===== src/logic/rv32i_types.sv =====
package rv32i_types;

localparam int offset_bits = 5;	// Byte offset within a 32-byte line.
localparam int word_sel_bits = 3;	// Word index within a line.

typedef logic [31:0] addr_t;
typedef logic [31:0] word_t;
typedef logic [255:0] line_t;	// Eight instruction words.

// Default geometry only, eight sets.
typedef logic [31-3-offset_bits:0] tag_t;

typedef enum logic [1:0] {
	idle,
	hit_detection,
	load,
	write_data
} icache_state_t;

endpackage : rv32i_types


===== src/logic/icache_control.sv =====
module icache_control (
	input logic clk,
	input logic rst_n,
	input logic mem_read,
	input logic hit,
	input logic lru_out,
	input logic pmem_resp,
	output logic load_pipeline,
	output logic read_data,
	output logic addr_sel,
	output logic load_lru,
	output logic mem_resp,
	output logic pmem_read,
	output logic [1:0] load_data,
	output logic [1:0] load_tag,
	output logic [1:0] set_valid
);

import rv32i_types::*;

icache_state_t state;
icache_state_t next_state;
logic [1:0] victim;

// One-hot victim way for the fill.
assign victim = lru_out ? 2'b10 : 2'b01;

always_ff @(posedge clk) begin
	if (!rst_n)
		state <= idle;
	else
		state <= next_state;
end

always_comb begin
	next_state = state;
	unique case (state)
		idle: begin
			if (mem_read)
				next_state = hit_detection;
		end
		hit_detection: begin
			if (!hit)
				next_state = load;
			else if (!mem_read)
				next_state = idle;	// Stay on a hit with a new request.
		end
		load: begin
			if (pmem_resp)
				next_state = write_data;
		end
		write_data: next_state = hit_detection;
		default: next_state = idle;
	endcase
end

always_comb begin
	load_pipeline = 1'b0;
	read_data = 1'b0;
	addr_sel = 1'b0;
	load_lru = 1'b0;
	mem_resp = 1'b0;
	pmem_read = 1'b0;
	load_data = 2'b00;
	load_tag = 2'b00;
	set_valid = 2'b00;
	unique case (state)
		idle: begin
			load_pipeline = mem_read;
			read_data = mem_read;
		end
		hit_detection: begin
			if (hit) begin
				mem_resp = 1'b1;
				load_lru = 1'b1;
				load_pipeline = mem_read;	// Accept the next request now.
				read_data = mem_read;
			end else begin
				pmem_read = 1'b1;
			end
		end
		load: begin
			if (pmem_resp) begin
				load_data = victim;
				load_tag = victim;
				set_valid = victim;
			end else begin
				pmem_read = 1'b1;
			end
		end
		write_data: begin
			// Re-read the filled line from the held address.
			read_data = 1'b1;
			addr_sel = 1'b1;
		end
		default: begin
			load_pipeline = 1'b0;
		end
	endcase
end

endmodule : icache_control


===== config.mk =====
export PLATFORM = sky130hd
export DESIGN_NAME = icache_control
export DESIGN_NICKNAME = d
export VERILOG_FILES = /design/src/logic/rv32i_types.sv /design/src/logic/icache_control.sv
export SDC_FILE = /design/constraint.sdc
export NUM_CORES = 1
export LEC_CHECK = 0
export BUFFER_PORTS_ARGS = -buffer_cell sky130_fd_sc_hd__buf_4
export CAP_MARGIN = 20
export CORE_AREA = 2 2 39 41
export CTS_CLUSTER_SIZE = 14
export DETAILED_ROUTE_END_ITERATION = 10
export DIE_AREA = 0 0 41 43
export PLACE_DENSITY = 0.46
export SYNTH_ARGS = -nofsm -noshare
export SYNTH_HDL_FRONTEND = slang
export SYNTH_SLANG_ARGS = --single-unit

===== constraint.sdc =====
create_clock -name clk -period 2 [get_ports clk]
set_input_delay 0.1 -clock clk [delete_from_list [all_inputs] [get_ports clk]]
set_output_delay 0.1 -clock clk [all_outputs]
set_load 0.01 [all_outputs]

==> flow_summary.ini, run 1 <==
[sta]
fin_tns_setup_ps = 0
max_freq_ghz = 0.612
setup_slack_ps = 365
slew_viol_final = 0
hold_violations = 0
finalCritPeriodShare_pct = 81.8
relSlewSlack_pct = 88.0
setup_viol = 0
min_period_ps = 1640
clock_skew_ps = 3.68
rsz0062_at_grt = false
tightest_slew_ps = 179

[placed_design]
routabilityCongestion = 0.696
hpwlAfterDp_microns = 448
numPortBuffers = 17
dpl_cell_area_sq_um = 369
pre_cts_slack_ps = 601
dp.cells = 59

[die]
dieArea_sq_um = 1760
initial_utilization_pct = 18.7
die_h_microns = 43
rows = 14
ioPinCount = 18
die_w_microns = 41
core_area_sq_um = 1380

[synth]
synth.top_cell.area_share_pct = 19.3
syn_inst = 31
syn-cell-area_sq_um = 259
synth-main-ff-cell = dfxtp_1
syn_avg_cell_area_sq_um = 8.35
ys_top_cells_by_count = buf_4, ha_1, nand2b_1
syn-num-nets = 41
synth_largest_area_cell = ha_1
synth_edf_count = 0
yosysMostFrequentCell = buf_4
yosysSeqAreaShare_pct = 15.5
ys_types = 18
yosys-top-cells-area = ha_1, dfxtp_1, buf_4
synthArstFlopShare_pct = 0
yosysWarnings = 0
ys_ff_latch = 2

[clock_tree]
path_clk_slew_ps = 30
cts_tree = done
cts-resized-gates = 0
cts_buffer_depth = 2
clk-insertion-delay-late_ps = 220
clock_sinks = 2
hold_buffers = 0
postCtsSetupBuffers = 0
numCtsBuffers = 3
h-tree-depth = 1
cts_root_buffer = clkbuf_4

[worst_setup_path]
crit_fanout = 5
worstSetupPathType = reg -> out
worst_setup_path_start_kind = flop
critical_path_arrival_ps = 1540
r2r_start = state[0]
startpoint = state[1]
end_kind = primary output
required_ps = 1900

[global_routing]
grt_pass1_wl_microns = 752
grt_max_degree = 6
grt_pass1_vias = 215
grt_usage_pct = 6.61
grt_overflow_total = 0
antenna_found_initial = 0

[route]
drt_first_pass_iters = 4
drt_iter0_drc = 5
postRouteAntennaNets = 0
avgViaCountPerCell = 3.89
post-route-drc-count = 0
drt-wirelength-per-cell_microns = 8.76
wl_microns = 543
routed-via-count = 241

[layout]
nNetsFinal = 58
utilization_pct = 28.3
drive_gt1_share_pct = 47.8
num_antenna_cells = 0
multi_input_area_sq_um = 174
top_register = state
largest_register_ffs = 2
reg_top3 = state (2)
fin_area_sq_um = 392
ff_latch_area_sq_um = 40.0
fillCellCount = 157
area_growth_pct = 51.2
final_cells = 62

[pwr]
power_density_nw_per_um2 = 562
vdd_drop_max_v = 0.000160
leakage_nw = 0.203

[flow_run]
max_cap_violations = 0

[status]
status = complete, no violations

[hold_path]
hold_class = in -> reg
hp-start = rst_n
[worst max-delay path, stage by stage (launching register included)]
cell	delay, ps
dfxtp_1	360
inv_1	80
ha_1	230
and2_4	160
o21a_2	190
o21ba_1	160
buf_4	140
[per-stage QoR]
stage          hold slack (ps)  power (mW)
6_report                   133       0.220
5_1_grt                    156       0.238
4_1_cts                    127       0.229
3_5_place_dp               365       0.133
3_3_place_gp               370       0.135
2_1_floorplan              242       0.102
[logic make-up after synthesis]
family                   after synthesis  share of synthesized area [%]
adder cells (fa/ha/maj)                4                           19.3
buffers and inverters                  7                           17.4
flip-flops                             2                           15.5
AND/OR/NAND/NOR                       12                           27.5
AO/OA/AOI/OAI                          5                           16.4
multiplexers                           1                           3.86
[metal layers]
layer  track usage (%)  wire length [microns]
met1              6.71                    229
met3              1.57                     63
met4              8.00                      0
met2              9.38                    250
met5                 0                      0
[final timing paths]
path / endpoint / slack, ps / cells after the start
min reg2reg: state[1] / 500 / 2
max: read_data / 360 / 6
min: state[0] / 130 / 2
max reg2reg: state[0] / 740 / 5
[where the power goes]
group	internal (mW)	switching, mW	leakage [nW]
combinational	0.0468	0.0362	0.173
clock	0.0661	0.0219	0.0138
sequential	0.0446	0.00426	0.0164
total	0.157	0.0624	0.203
[layout by cell type (no fill, tap or decap), types with 2 or more instances in the layout]
master,instances
nand3_1,2
ha_1,4
clkbuf_4,3
nand2b_1,3
buf_4,17
inv_1,2
nand2_1,2
dfxtp_1,2
[layout make-up]
cell class | instances | share of cell area, %
sequential | 2 | 10.2
clock buffer | 3 | 5.75
inverter | 2 | 1.92
multi-input combinational | 22 | 44.4
timing repair buffer | 17 | 32.6
tap | 16 | 5.11
No activity file was read; power rests on OpenSTA's default activity.
==> run 2, diff against run 1 <==
--- a/config.mk
+++ b/config.mk
@@ -5,6 +5,7 @@
 export SDC_FILE = /design/constraint.sdc
 export NUM_CORES = 1
 export LEC_CHECK = 0
+export ABC_AREA = 1
 export BUFFER_PORTS_ARGS = -buffer_cell sky130_fd_sc_hd__buf_4
 export CAP_MARGIN = 20
 export CORE_AREA = 2 2 39 41
==> constraint.sdc (replaced) <==
create_clock -name clk -period 1.6 [get_ports clk]
set_input_delay 0.08 -clock clk [delete_from_list [all_inputs] [get_ports clk]]
set_output_delay 0.08 -clock clk [all_outputs]
set_load 0.01 [all_outputs]
==> run 2 against run 1 <==
Effect of this change: via count up 17%; area after synthesis up 2.4%; combinational power rose to 3.2 times the previous value; total power up 110%; critical path depth up 1; clock power up 25%; register-to-register slack worse by 290 ps; first-iteration DRC count down 40%; synthesized cell count up 39%; die area unchanged; count of clock-buffer cells in the layout unchanged.
==> flow_summary.ini, run 2 <==
[status]
status = complete, no violations

[synth]
yosysWarnings = 0
syn_inst = 43
yosysSeqAreaShare_pct = 15.1
synth-main-ff-cell = dfxtp_1
synth_largest_area_cell = ha_1
syn-cell-area_sq_um = 265
yosys-top-cells-area = ha_1, dfxtp_1, buf_4
syn-num-nets = 53
synth.top_cell.area_share_pct = 18.9
yosysMostFrequentCell = inv_1
ys_top_cells_by_count = inv_1, nand2_1, buf_4, nor2_1, ha_1
ys_ff_latch = 2
syn_avg_cell_area_sq_um = 6.17
synthArstFlopShare_pct = 0
ys_types = 12
synth_edf_count = 0

[sta]
whs_ps = 89.9
hold_violations = 0
relSlewSlack_pct = 85.6
setup_viol = 0
tightest_slew_ps = 215
rsz0062_at_grt = false
fin_tns_setup_ps = 0
max_freq_ghz = 0.689
min_period_ps = 1450
slew_viol_final = 0
clock_skew_ps = 1.20
finalCritPeriodShare_pct = 90.7

[layout]
area_growth_pct = 51.9
num_antenna_cells = 0
final_cells = 74
drive_gt1_share_pct = 41.4
fin_area_sq_um = 403
utilization_pct = 29.1
reg_top3 = state (2)
fillCellCount = 168
final_cell_mix = buf_4, inv_1, nand2_1, nor2_1, ha_1
top_register = state
layout_commonest_cell = buf_4
nNetsFinal = 70
largest_register_ffs = 2

[flow_run]
max_cap_violations = 0

[hold_path]
hold-path-cell-count = 3
hold_class = in -> reg

[die]
initial_utilization_pct = 19.2
core_area_sq_um = 1380
die_w_microns = 41
die_h_microns = 43
dieArea_sq_um = 1760
rows = 14
ioPinCount = 18

[worst_setup_path]
crit_top_cell = inv_1
worstSetupPathType = reg -> out
worst_setup_path_start_kind = flop
critPathSlowestCell = dfxtp_1
path_cells = inv_1 -> ha_1 -> nand3_1 -> nand2_1 -> o21ai_1 -> inv_1 -> buf_4
crit_fanout = 4
end_kind = primary output
rr_worst_depth = 6
critical_path_arrival_ps = 1370
required_ps = 1520
cp_slowest_stage_delay_ps = 340

[placed_design]
dp.cells = 71
hpwlAfterDp_microns = 483
dpl_cell_area_sq_um = 375
numPortBuffers = 17
routabilityCongestion = 0.708

[route]
avgViaCountPerCell = 3.82
wl_microns = 573
drt-wirelength-per-cell_microns = 7.74
post-route-drc-count = 0
drt_first_pass_iters = 2
routed-via-count = 283
drt_iter0_drc = 3
postRouteAntennaNets = 0

[clock_tree]
cts_buffer_depth = 2
clock_sinks = 2
numCtsBuffers = 3
h-tree-depth = 1
cts_root_buffer = clkbuf_4
cts_tree = done
clk-insertion-delay-late_ps = 220
postCtsSetupBuffers = 0
path_clk_slew_ps = 30

[pwr]
vdd_drop_max_v = 0.000360
leakage_nw = 0.246
power_density_nw_per_um2 = 1130

[global_routing]
antenna_found_initial = 0
grt_usage_pct = 6.51
grt_overflow_total = 0
grt_pass1_vias = 223
grt_pass1_wl_microns = 738
grt_max_degree = 5
==> run 2: path summary, 6_finish.rpt <==
check	startpoint	end	slack, ps
hold / removal	rst_n	state[0]	90
hold reg to reg	state[1]	state[1]	600
setup / recovery	state[1]	read_data	150
setup reg to reg	state[1]	state[1]	450
==> run 2: area by class of cell <==
type                       count  area [sq um]  share of cell area, %
multi-input combinational     26           155                   38.5
timing repair buffer          17           128                   31.7
sequential                     2          40.0                   9.94
inverter                      10          37.5                   9.32
clock buffer                   3          22.5                   5.59
tap                           16          20.0                   4.97
==> run 2: stage by stage <==
stage	setup slack [ps]	total power, mW
after floorplan	280	0.254
after global placement	334	0.345
after detailed placement	320	0.346
after CTS	77.2	0.465
after global routing	13.1	0.498
final	149	0.454
==> run 2: worst max-delay path: cells and delay by family, from the launching register on <==
family / cells / cell delay, ps
fa+ha+maj: 1 / 230
simple gates: 2 / 190
buf+inv: 3 / 260
flops: 1 / 340
compound gates: 1 / 120
==> run 2: metal layers <==
metal	vias up	track usage [%]	share of wire, %
met5	-	0	0
met4	0	6.00	0
met3	0	3.14	13
met2	12	10.0	47
met1	119	5.73	40
li1	152	-	-
==> run 2: timing repair <==
| item | CTS | global route |
|---|---|---|
| setup endpoints to repair | 0 | 2 |
| hold endpoints to repair | 0 | 0 |
| hold buffers | 0 | 0 |
| gates resized for setup | 0 | 2 |
==> run 2: power breakdown <==
group	switching [mW]	internal, mW
Clock	0.0274	0.0827
Sequential	0.0116	0.0651
Combinational	0.146	0.121
==> run 2: cells by family (layout without fill, tap and decap cells) <==
group,Yosys count,in the layout,share of synthesized area [%]
AND/OR/NAND/NOR,19,19,32.1
buffers and inverters,15,30,28.3
adder cells (fa/ha/maj),4,4,18.9
AO/OA/AOI/OAI,3,3,5.66
flip-flops,2,2,15.1
